## src/include/tpu_macros.svh

```systemverilog
// Width, depth and instruction field macros for the tensor lane
`ifndef TPU_MACROS_SVH
`define TPU_MACROS_SVH

////////////////////////////////////////
// Datapath widths
`define TPU_INSTR_W		32		// Instruction word
`define TPU_DATA_W		32		// Register data
`define TPU_REG_N		8		// Register file entries
`define TPU_REG_AW		3		// Register index
`define TPU_OPC_W		4		// Opcode field
`define TPU_IMM_W		16		// Immediate field

////////////////////////////////////////
// Instruction buffer
`define TPU_BUF_DEPTH	16
`define TPU_BUF_AW		4

////////////////////////////////////////
// Field positions in the instruction word
`define TPU_OPC_HI		31
`define TPU_OPC_LO		28
`define TPU_DST_HI		26
`define TPU_DST_LO		24
`define TPU_SRCA_HI		22
`define TPU_SRCA_LO		20
`define TPU_SRCB_HI		18
`define TPU_SRCB_LO		16
`define TPU_IMM_HI		15
`define TPU_IMM_LO		0

`endif
```

## src/verilog/pkg_tpu.sv

```systemverilog
// Opcode and sequencer state types for the tensor lane
`include "tpu_macros.svh"

package pkg_tpu;

	// Opcodes, numbered from zero in this order
	typedef enum logic [`TPU_OPC_W-1:0] {
		NOP,	// 0 no operation, reports dst unchanged
		ADD,	// 1 a plus b
		SUB,	// 2 a minus b
		MUL,	// 3 low word of a times b
		AND,	// 4 bitwise
		OR,		// 5 bitwise
		XOR,	// 6 bitwise
		SHL,	// 7 a shifted left by b[4:0]
		LDI,	// 8 zero-extended immediate
		HALT	// 9 stops the lane
	} opcode_t;

	// Codes 10 to 15 are treated as NOP by decode

	// Lane sequencer
	typedef enum logic [1:0] {
		IDLE,	// Waiting for start
		RUN,	// Fetching and executing
		DONE	// One cycle of done and flush
	} seq_state_t;

endpackage

```

## src/verilog/tpu_lane.sv

```systemverilog
// Top level of one tensor lane with buffer, fetch, decode, execute and sequencer
`timescale 1ns/1ps
`include "tpu_macros.svh"

module tpu_lane
	import pkg_tpu::*;
(
	input	logic						clock,
	input	logic						reset,
	input	logic						start,
	input	logic						wr_en,			// Load while idle
	input	logic [`TPU_INSTR_W-1:0]	wr_instr,
	output	logic						full,
	output	logic						busy,
	output	logic						done,
	output	logic						wb_valid,
	output	logic [`TPU_REG_AW-1:0]		wb_addr,
	output	logic [`TPU_DATA_W-1:0]		wb_data
);

	// Sequencer
	logic						run;
	logic						flush;

	// Buffer to fetch
	logic						empty;
	logic						rd_en;
	logic [`TPU_INSTR_W-1:0]	rd_data;

	// Fetch to decode
	logic						fetch_valid;
	logic [`TPU_INSTR_W-1:0]	fetch_instr;

	// Decode to execute
	logic						dec_valid;
	opcode_t					dec_opcode;
	logic [`TPU_REG_AW-1:0]		dec_dst;
	logic [`TPU_REG_AW-1:0]		dec_src_a;
	logic [`TPU_REG_AW-1:0]		dec_src_b;
	logic [`TPU_IMM_W-1:0]		dec_imm;
	logic						term;

	////////////////////////////////////////
	instr_buffer u_buffer (
		.clock		(clock),
		.reset		(reset),
		.flush		(flush),
		.wr_en		(wr_en),
		.wr_instr	(wr_instr),
		.rd_en		(rd_en),
		.rd_data	(rd_data),
		.empty		(empty),
		.full		(full)
	);

	ifetch u_fetch (
		.clock			(clock),
		.reset			(reset),
		.run			(run),
		.flush			(flush),
		.empty			(empty),
		.rd_data		(rd_data),
		.rd_en			(rd_en),
		.fetch_valid	(fetch_valid),
		.fetch_instr	(fetch_instr)
	);

	decode u_decode (
		.clock			(clock),
		.reset			(reset),
		.flush			(flush),
		.fetch_valid	(fetch_valid),
		.fetch_instr	(fetch_instr),
		.dec_valid		(dec_valid),
		.dec_opcode		(dec_opcode),
		.dec_dst		(dec_dst),
		.dec_src_a		(dec_src_a),
		.dec_src_b		(dec_src_b),
		.dec_imm		(dec_imm),
		.term			(term)
	);

	exec_unit u_exec (
		.clock		(clock),
		.reset		(reset),
		.dec_valid	(dec_valid),
		.dec_opcode	(dec_opcode),
		.dec_dst	(dec_dst),
		.dec_src_a	(dec_src_a),
		.dec_src_b	(dec_src_b),
		.dec_imm	(dec_imm),
		.wb_valid	(wb_valid),
		.wb_addr	(wb_addr),
		.wb_data	(wb_data)
	);

	seq_control u_seq (
		.clock	(clock),
		.reset	(reset),
		.start	(start),
		.term	(term),
		.run	(run),
		.busy	(busy),
		.done	(done),
		.flush	(flush)
	);

endmodule

```

## src/verilog/seq_control.sv

```systemverilog
// Lane sequencer FSM driving run, busy, done and flush
`timescale 1ns/1ps

module seq_control
	import pkg_tpu::*;
(
	input	logic	clock,
	input	logic	reset,
	input	logic	start,		// Pulse, honored only in IDLE
	input	logic	term,		// HALT decoded
	output	logic	run,
	output	logic	busy,
	output	logic	done,
	output	logic	flush
);

	seq_state_t	state;
	seq_state_t	state_nx;

	////////////////////////////////////////
	// Next state
	always_comb begin
		state_nx	= state;
		case (state)
			IDLE:		if (start) state_nx = RUN;
			RUN:		if (term) state_nx = DONE;
			DONE:		state_nx = IDLE;		// Single cycle
			default:	state_nx = IDLE;
		endcase
	end

	always_ff @(posedge clock) begin
		if (reset)
			state	<= IDLE;
		else
			state	<= state_nx;
	end

	////////////////////////////////////////
	// Outputs decoded from state
	assign run		= (state == RUN);
	assign busy		= (state == RUN);
	assign done		= (state == DONE);
	assign flush	= (state == DONE);	// Clears buffer, fetch and decode

	// Decode only produces term while the lane runs
	a_term_in_run: assert property (@(posedge clock) disable iff (reset)
		term |-> (state == RUN));

endmodule

```

## src/verilog/exec_unit.sv

```systemverilog
// Register file, ALU and registered write-back report
`timescale 1ns/1ps
`include "tpu_macros.svh"

module exec_unit
	import pkg_tpu::*;
(
	input	logic						clock,
	input	logic						reset,
	input	logic						dec_valid,
	input	opcode_t					dec_opcode,
	input	logic [`TPU_REG_AW-1:0]		dec_dst,
	input	logic [`TPU_REG_AW-1:0]		dec_src_a,
	input	logic [`TPU_REG_AW-1:0]		dec_src_b,
	input	logic [`TPU_IMM_W-1:0]		dec_imm,
	output	logic						wb_valid,
	output	logic [`TPU_REG_AW-1:0]		wb_addr,
	output	logic [`TPU_DATA_W-1:0]		wb_data
);

	logic [`TPU_DATA_W-1:0]	regs [0:`TPU_REG_N-1];

	logic [`TPU_DATA_W-1:0]	op_a;
	logic [`TPU_DATA_W-1:0]	op_b;
	logic [`TPU_DATA_W-1:0]	op_d;		// Current dst value
	logic [`TPU_DATA_W-1:0]	result;

	// Combinational operand reads
	assign op_a	= regs[dec_src_a];
	assign op_b	= regs[dec_src_b];
	assign op_d	= regs[dec_dst];

	////////////////////////////////////////
	// ALU
	always_comb begin
		case (dec_opcode)
			ADD:		result	= op_a + op_b;
			SUB:		result	= op_a - op_b;
			MUL:		result	= op_a * op_b;		// Low word only
			AND:		result	= op_a & op_b;
			OR:			result	= op_a | op_b;
			XOR:		result	= op_a ^ op_b;
			SHL:		result	= op_a << op_b[4:0];
			LDI:		result	= `TPU_DATA_W'(dec_imm);	// Zero-extend
			default:	result	= op_d;				// NOP keeps dst
		endcase
	end

	////////////////////////////////////////
	// Register file, written on the write-back edge
	always_ff @(posedge clock) begin
		if (reset) begin
			for (int i = 0; i < `TPU_REG_N; i++)
				regs[i]	<= '0;
		end
		else if (dec_valid) begin
			regs[dec_dst]	<= result;	// Next instruction reads the new value
		end
	end

	// Write-back strobe
	always_ff @(posedge clock) begin
		if (reset)
			wb_valid	<= 1'b0;
		else
			wb_valid	<= dec_valid;
	end

	// Write-back payload
	always_ff @(posedge clock) begin
		if (dec_valid) begin
			wb_addr	<= dec_dst;
			wb_data	<= result;
		end
	end

	// Decode must keep HALT out of execute
	a_no_halt_exec: assert property (@(posedge clock) disable iff (reset)
		dec_valid |-> (dec_opcode != HALT));

endmodule

```

## src/verilog/decode.sv

```systemverilog
// Instruction decoder with HALT detection and post-halt squash
`timescale 1ns/1ps
`include "tpu_macros.svh"

module decode
	import pkg_tpu::*;
(
	input	logic						clock,
	input	logic						reset,
	input	logic						flush,
	input	logic						fetch_valid,
	input	logic [`TPU_INSTR_W-1:0]	fetch_instr,
	output	logic						dec_valid,
	output	opcode_t					dec_opcode,
	output	logic [`TPU_REG_AW-1:0]		dec_dst,
	output	logic [`TPU_REG_AW-1:0]		dec_src_a,
	output	logic [`TPU_REG_AW-1:0]		dec_src_b,
	output	logic [`TPU_IMM_W-1:0]		dec_imm,
	output	logic						term			// HALT seen
);

	logic [`TPU_OPC_W-1:0]	raw_opc;
	opcode_t				opc;
	logic					halted;		// Set by HALT, held until flush
	logic					accept;

	assign raw_opc	= fetch_instr[`TPU_OPC_HI:`TPU_OPC_LO];
	assign accept	= fetch_valid & ~halted;

	// Legal codes pass, the rest become NOP
	always_comb begin
		case (raw_opc)
			ADD, SUB, MUL, AND, OR, XOR, SHL, LDI, HALT:
				opc	= opcode_t'(raw_opc);
			default:
				opc	= NOP;
		endcase
	end

	////////////////////////////////////////
	// Strobes and halt flag
	always_ff @(posedge clock) begin
		if (reset | flush) begin
			dec_valid	<= 1'b0;
			term		<= 1'b0;
			halted		<= 1'b0;
		end
		else begin
			dec_valid	<= accept & (opc != HALT);
			term		<= accept & (opc == HALT);	// Single pulse, halted blocks repeats
			if (accept & (opc == HALT))
				halted	<= 1'b1;
		end
	end

	// Field registers
	always_ff @(posedge clock) begin
		if (fetch_valid) begin
			dec_opcode	<= opc;
			dec_dst		<= fetch_instr[`TPU_DST_HI:`TPU_DST_LO];
			dec_src_a	<= fetch_instr[`TPU_SRCA_HI:`TPU_SRCA_LO];
			dec_src_b	<= fetch_instr[`TPU_SRCB_HI:`TPU_SRCB_LO];
			dec_imm		<= fetch_instr[`TPU_IMM_HI:`TPU_IMM_LO];
		end
	end

	// HALT never issues to execute
	a_term_excl: assert property (@(posedge clock) disable iff (reset)
		!(term && dec_valid));

endmodule

```

## src/verilog/ifetch.sv

```systemverilog
// Fetch stage reading the buffer into the instruction register
`timescale 1ns/1ps
`include "tpu_macros.svh"

module ifetch (
	input	logic						clock,
	input	logic						reset,
	input	logic						run,			// Fetch enable from sequencer
	input	logic						flush,			// Halt cleanup
	input	logic						empty,
	input	logic [`TPU_INSTR_W-1:0]	rd_data,
	output	logic						rd_en,
	output	logic						fetch_valid,	// One-cycle strobe
	output	logic [`TPU_INSTR_W-1:0]	fetch_instr
);

	logic						rd_pend;	// Read issued last cycle
	logic [`TPU_INSTR_W-1:0]	instr_q;	// Instruction register
	logic						valid_q;

	// Read whenever running and something waits
	assign rd_en		= run & ~empty;

	assign fetch_valid	= valid_q;
	assign fetch_instr	= instr_q;

	////////////////////////////////////////
	// Retimed request, becomes the capture strobe
	always_ff @(posedge clock) begin
		if (reset) begin
			rd_pend	<= 1'b0;
		end
		else if (flush) begin
			rd_pend	<= 1'b0;				// Read in flight is discarded
		end
		else begin
			rd_pend	<= rd_en;
		end
	end

	// Valid flag for the next stage
	always_ff @(posedge clock) begin
		if (reset) begin
			valid_q	<= 1'b0;
		end
		else if (flush) begin
			valid_q	<= 1'b0;				// Flush wins over capture
		end
		else begin
			valid_q	<= rd_pend;
		end
	end

	// Instruction register
	always_ff @(posedge clock) begin
		if (rd_pend & ~flush)
			instr_q	<= rd_data;				// Buffer word is valid now
	end

endmodule

```

## src/verilog/instr_buffer.sv

```systemverilog
// Circular instruction FIFO with registered read and flush
`timescale 1ns/1ps
`include "tpu_macros.svh"

module instr_buffer (
	input	logic						clock,
	input	logic						reset,
	input	logic						flush,		// Drop all entries
	input	logic						wr_en,
	input	logic [`TPU_INSTR_W-1:0]	wr_instr,
	input	logic						rd_en,		// Caller has checked empty
	output	logic [`TPU_INSTR_W-1:0]	rd_data,	// Valid cycle after rd_en
	output	logic						empty,
	output	logic						full
);

	logic [`TPU_INSTR_W-1:0]	mem [0:`TPU_BUF_DEPTH-1];

	logic [`TPU_BUF_AW-1:0]		wr_ptr;
	logic [`TPU_BUF_AW-1:0]		rd_ptr;
	logic [`TPU_BUF_AW:0]		count;		// One extra bit to tell full from empty

	logic						wr_ok;
	logic [`TPU_BUF_AW-1:0]		wr_addr;

	assign empty	= (count == '0);
	assign full		= (count == (`TPU_BUF_AW+1)'(`TPU_BUF_DEPTH));

	assign wr_ok	= wr_en & ~full;				// Write while full is dropped
	assign wr_addr	= flush ? '0 : wr_ptr;			// Write beside flush lands in slot 0

	////////////////////////////////////////
	// Pointers and occupancy
	always_ff @(posedge clock) begin
		if (reset) begin
			wr_ptr	<= '0;
			rd_ptr	<= '0;
			count	<= '0;
		end
		else if (flush) begin
			// Old contents are gone, a same-cycle write survives
			rd_ptr	<= '0;
			wr_ptr	<= wr_ok ? `TPU_BUF_AW'(1) : '0;
			count	<= wr_ok ? (`TPU_BUF_AW+1)'(1) : '0;
		end
		else begin
			if (wr_ok)
				wr_ptr	<= wr_ptr + 1'b1;		// Wraps at depth
			if (rd_en)
				rd_ptr	<= rd_ptr + 1'b1;
			case ({wr_ok, rd_en})
				2'b10:		count	<= count + 1'b1;
				2'b01:		count	<= count - 1'b1;
				default:	count	<= count;	// Both or neither
			endcase
		end
	end

	////////////////////////////////////////
	// Storage and read register
	always_ff @(posedge clock) begin
		if (wr_ok)
			mem[wr_addr]	<= wr_instr;
	end

	always_ff @(posedge clock) begin
		if (rd_en)
			rd_data	<= mem[rd_ptr];				// Synchronous read
	end

	// Writer must respect full
	a_no_write_full: assert property (@(posedge clock) disable iff (reset)
		wr_en |-> !full);

	// Fetch gates its read enable with empty
	a_no_read_empty: assert property (@(posedge clock) disable iff (reset)
		rd_en |-> !empty);

endmodule

```

## config.mk

```make
export PLATFORM = sky130hd
export DESIGN_NAME = tpu_lane
export DESIGN_NICKNAME = d
export VERILOG_FILES = /design/src/verilog/pkg_tpu.sv /design/src/verilog/tpu_lane.sv /design/src/verilog/seq_control.sv /design/src/verilog/exec_unit.sv /design/src/verilog/decode.sv /design/src/verilog/ifetch.sv /design/src/verilog/instr_buffer.sv
export VERILOG_INCLUDE_DIRS = /design/src /design/src/include
export SDC_FILE = /design/constraint.sdc
export NUM_CORES = 2
export LEC_CHECK = 0
export BUFFER_PORTS_ARGS = -buffer_cell sky130_fd_sc_hd__buf_2
export CAP_MARGIN = 15
export CORE_UTILIZATION = 49
export DETAILED_ROUTE_END_ITERATION = 8
export PLACE_DENSITY = 0.66
export SLEW_MARGIN = 20
export SYNTH_ARGS = -nofsm -noshare
export SYNTH_HDL_FRONTEND = slang
export SYNTH_SLANG_ARGS = --single-unit
```

## constraint.sdc

```tcl
create_clock -name clock -period 21.5 [get_ports clock]
set_input_delay 2.15 -clock clock [delete_from_list [all_inputs] [get_ports clock]]
set_output_delay 2.15 -clock clock [all_outputs]
set_load 0.01 [all_outputs]
```

# Word level (Yosys, flattened, before mapping)
# Memory sizes are Yosys's and may differ from the RTL's. A register that Yosys moved wholly into a read port is not among the register bits.
# Cells that the tools add are included.
[word_totals]
reg_bits = 117
ramBits = 768
in_bits = 36
out_inout_bits = 39
elab_cells = 101
memories = 2
[classes]
n_addsub = 6
n_mul = 1
n_eq_ne = 26
n_shift = 1
muxes = 25
bitwise = 14
n_reduce_logical = 8
[memory_table]
columns = ["name", "depth", "width", "rd", "rd_ports_with_merged_regs", "write_ports", "line", "rtl"]
rows = [
  ["u_buffer.mem", 16, 32, 1, 1, 1, "instr_buffer.sv:17", "logic [`TPU_INSTR_W-1:0] mem [0:`TPU_BUF_DEPTH-1];"],
  ["u_exec.regs", 8, 32, 3, 3, 8, "exec_unit.sv:21", "logic [`TPU_DATA_W-1:0] regs [0:`TPU_REG_N-1];"],
]
[ops]
columns = ["cell", "count"]
rows = [
  ["one-hot mux 32 bit (8 select lines)", 1],
  ["adder 32 bit", 1],
  ["AND 32 bit", 1],
  ["== test 4 x 3 -> 1 bit, second input constant", 8],
  ["multiplier 32 x 32 -> 32 bit", 1],
  ["two-way mux 32 bit", 1],
  ["OR 32 bit", 1],
  ["OR reduction 32 bit", 1],
  ["<< shifter 32 x 5 -> 32 bit", 1],
  ["subtractor 32 bit", 1],
  ["bitwise XOR 32 bit", 1],
  ["== test 4 x 2 -> 1 bit, second input constant", 4],
  ["== test 4 bit, second input constant", 4],
  ["two-way mux 4 bit", 4],
  ["two-way mux 3 bit", 4],
  ["two-way mux 1 bit", 10],
  ["one-hot mux 5 bit (2 select lines)", 1],
  ["OR reduction 9 bit", 1],
  ["adder 4 x 1 -> 4 bit, second input constant", 2],
  ["== test 4 x 1 -> 1 bit, second input constant", 2],
  ["AND 1 bit", 6],
  ["adder 5 x 1 -> 5 bit, second input constant", 1],
  ["== test 5 bit, second input constant", 1],
  ["zero test 5 bit", 1],
  ["other kinds (16)", 22],
]

# Longest topological paths before layout
[logic_depth]
ltp_word = 6
mapped_depth = 39
depth_no_buf = 30

# By module
# A second synthesis with hierarchy kept.
[hier_totals]
hier_cells = 4670
hier_area_um2 = 60088.9
[modules_own_cells]
columns = ["mod", "n_inst", "cells_each", "area_each_um2", "seq_area_each_um2"]
rows = [
  ["exec_unit", 1, 3726, 36919.2, 8758.4],
  ["instr_buffer", 1, 852, 21021.4, 16595.9],
  ["ifetch", 1, 38, 1036.0, 1001.0],
  ["decode", 1, 44, 1021.0, 930.9],
  ["seq_control", 1, 10, 91.3, 40.0],
]

# Worst setup path before layout
# Ideal clock, no wire load.
[synth_path]
path_kind = "reg-to-reg"
start = "register with a tool-made name"
end = "memory u_exec.regs[0][28] (netlist name) (data pin)"
t_arrival_ns = 8.883
t_required_ns = 21.227
slack_ns = 12.344
path_stages_with_launch = 33
path_buffers = 7
cell_sequence = "dfxtp_1 > buf_6 > buf_6 > buf_6 > mux4_2 > mux2i_1 > buf_2 > buf_1 > buf_1 > buf_1 > nor2_1 > fa_1 > inv_1 > fa_1 > fa_1 > fa_1 > inv_1 > ha_1 > ha_1 > fa_1 > fa_1 > ha_1 > a21o_1 > a21o_1 > a221oi_1 > o21ai_1 > a221o_1 > a221o_1 > a31o_2 > nand4b_1 > o21ai_0 > a2111oi_4 > nor2_1"
[synth_lines]
columns = ["element", "line"]
rows = [
  ["end: declaration", "exec_unit.sv:21"],
]

==> results.md <==
- Met1 Use GR: 0.398
- Mapped Nets: 5,230
- Average vias per placed instance: roughly 6.3
- # Post-CTS Setup Buffers: 0
- Initial Util: 0.495
- Crit path time final: between 10 and 15 ns
- Least-Margin Pin Slew: around 1.2 ns
- Setup violations, final: 0
- Post-Syn Area: about 59,000 um^2
- CTS max path bufs: 3
- Worst path bufs/invs: 5
- Initial DRC count: approximately 4,600
- DRT Wirelength: between 150,000 and 200,000 um
- # DRC: 0
- M3 GR Usage: 0.0688
- Number of max-cap violations: 0
- Worst EP arrival: around 12 ns
- Yosys warnings: 0
- FILL cells: just under 10,000
- Crit end category: register
- Synthesized area per cell: approximately 13 um^2
- Slowest CP cell: o41ai_2
- Initial antenna violation count: 9
- Final Max Tran Viols: 0
- CP Launch Type: register
- Async SR Flop Fraction: 0
- First-pass GRT wire length: approximately 270,000 um
- TritonCTS clock tree: yes
- Worst Skew: about 0.063 ns
- Num rows: between 100 and 150
- Period utilization: 0.545
- Vias in the first global route: between 30,000 and 40,000
- Die Y: around 350 um
- Worst Hold Class: register to register
- Cell count after placement: 6,098
- Area grow syn2layout: 9.18%
- CP required: about 22 ns
- Top Usage Layer GRT: met2
- Synth cell types: 94
- Die W: 348 um
- Die footprint: 121,000 um^2
- Outcome: completed
- Commonest non-fill, non-tap cell in the layout: edfxtp_1
- Total GRT Usage: 0.308
- Wirelength per Cell: around 30 um
- Critical path's most frequent cell: fa_1
- Top Family by Delay on Critical Path: adder cells
- Global route overflow: 0
- Unrepaired setup endpoints after global routing: false
- Top_reg_cell synth: edfxtp_1
- Cts repair resizes: 0
- Slowest stage delay, CP: 0.93 ns
- Clock Sink Count: ~870
- Sequential fraction of the synthesis area: 0.441
- Clock buffer count from CTS: 90
- Share of layout cells above drive strength 1: 0.174
- Post-DP HPWL: around 120,000 um
- Post-synth EDFFs: 842
- Largest net degree at the start of global routing: ~70
- Top-Level Pins: between 70 and 80
- Router iterations before antenna repair: 9
- Clk_lat worst skew: roughly 0.72 ns
- Max Fclk: approximately 0.085 GHz
- TNS Setup: 0 ns
- Final hold vios: 0
- Via count: a little under 40,000
- Non-Filler Instances: about 6,300
- CP max FO: 34
- H-tree lvl count: 3
- Commonest cells after routing, fill and taps aside: edfxtp_1, nor2_1, inv_1
- FF+latch count, synth: about 870
- Global Route met2 Usage: 0.487
- Port bufs: between 70 and 80
- Core ar.: about 120,000 um^2
- Cell count after synthesis: 4,558
- Root Driver: clkbuf_16
- Antenna-violating nets left: 0
- Reg clk slew, reported paths: about 0.060 ns
- CP Class: register to register
- Placer Congestion: approximately 1.0
- Relative slew slack: 0.173
- Number of nets in the layout: between 5,000 and 6,000
- # hold bufs at CTS: 0
logic make-up after synthesis:
logic type / after synthesis / share of synthesized area
adder cells (fa/ha/maj): 636 / 0.188
AO/OA/AOI/OAI: 426 / 0.0497
multiplexers: 538 / 0.161
flip-flops: 872 / 0.441
AND/OR/NAND/NOR: 1187 / 0.0841
XOR/XNOR: 143 / 0.0224
buffers and inverters: 756 / 0.0532
registers in the layout, summed over array words and instances (netlist names), 4 cells and up, named ones only:
name	cells
u_fetch.fetch_instr	29
u_buffer.mem	464
u_decode.dec_opcode	4
u_exec.wb_data	32
u_buffer.count	5
u_buffer.wr_ptr	4
u_decode.dec_imm	16
u_exec.regs	256
u_buffer.rd_data	29
u_buffer.rd_ptr	4
final cells by class:
| cell class | count | area, um^2 | share of cell area |
|---|---|---|---|
| Antenna cell | 1 | 2.50 | 0.0000391 |
| Sequential cell | 872 | 25900 | 0.405 |
| Tap cell | 1600 | 2000 | 0.0313 |
| Timing Repair Buffer | 200 | 1320 | 0.0207 |
| Inverter | 497 | 1870 | 0.0291 |
| Clock buffer | 107 | 2330 | 0.0363 |
| Multi-Input combinational cell | 2930 | 30000 | 0.468 |
| Clock inverter | 53 | 622 | 0.00971 |
synth_stat cells, types with 9 or more instances:
| library cell | n | share of area |
|---|---|---|
| ha_1 | 226 | 0.048 |
| edfxtp_1 | 842 | 0.43 |
| a31oi_1 | 14 | 0.0015 |
| nor2_1 | 723 | 0.046 |
| o221ai_1 | 17 | 0.0025 |
| clkbuf_1 | 162 | 0.010 |
| dfxtp_1 | 30 | 0.010 |
| fa_1 | 410 | 0.14 |
| a221oi_1 | 10 | 0.0015 |
| a211oi_1 | 25 | 0.0032 |
| o211ai_1 | 13 | 0.0017 |
| a21oi_1 | 105 | 0.0090 |
| a21o_1 | 33 | 0.0042 |
| inv_1 | 466 | 0.030 |
| inv_2 | 15 | 0.00096 |
| mux4_2 | 303 | 0.12 |
| clkinv_1 | 16 | 0.0010 |
| nand2b_1 | 32 | 0.0034 |
| xor2_1 | 41 | 0.0061 |
| a221o_1 | 9 | 0.0015 |
| and2_1 | 12 | 0.0013 |
| nor2b_1 | 23 | 0.0025 |
| and3_1 | 11 | 0.0012 |
| buf_2 | 24 | 0.0020 |
| mux2i_1 | 151 | 0.026 |
| nor3_1 | 23 | 0.0020 |
| o21ai_1 | 15 | 0.0013 |
| xnor2_1 | 97 | 0.014 |
| nand3_1 | 33 | 0.0028 |
| mux2_2 | 59 | 0.011 |
| o22ai_1 | 24 | 0.0026 |
| buf_1 | 43 | 0.0028 |
| o21ai_0 | 70 | 0.0060 |
| a22oi_1 | 13 | 0.0017 |
| nand2_1 | 276 | 0.018 |
| buf_6 | 11 | 0.0021 |
layer usage:
| layer | vias to the layer above | share of wire |
|---|---|---|
| met2 | 2353 | 0.46 |
| met3 | 629 | 0.10 |
| li1 | 16200 | - |
| met5 | - | 0.00035 |
| met1 | 20100 | 0.37 |
| met4 | 10 | 0.063 |
through the flow:
stage	worst slack, ns	area [um^2]	hold slack, ns	util
finish	9.79	64000	0.415	0.541
global route	9.45	64000	0.419	0.541
CTS	9.96	64000	0.414	0.541
detailed placement	10.04	61100	0.405	0.516
global placement	10.13	61100	0.401	0.516
floorplan	12.34	58600	0.400	-
path summary, 6_finish.rpt:
check	from	endpoint	slack (ns)	cells past startpoint
worst max-delay path	register	u_exec.wb_data[31]$_DFFE_PP_	9.79	27
worst max register to register	register	u_exec.wb_data[31]$_DFFE_PP_	9.79	27
worst min register to register	u_buffer.rd_data[18]$_DFFE_PP_	u_fetch.fetch_instr[18]$_DFFE_PP_	0.42	0
worst min-delay path	u_buffer.rd_data[18]$_DFFE_PP_	u_fetch.fetch_instr[18]$_DFFE_PP_	0.42	0
Power is left out: the tool's default activity adds up to more than one toggle a clock period on the data nets, which glitch-free logic cannot reach.
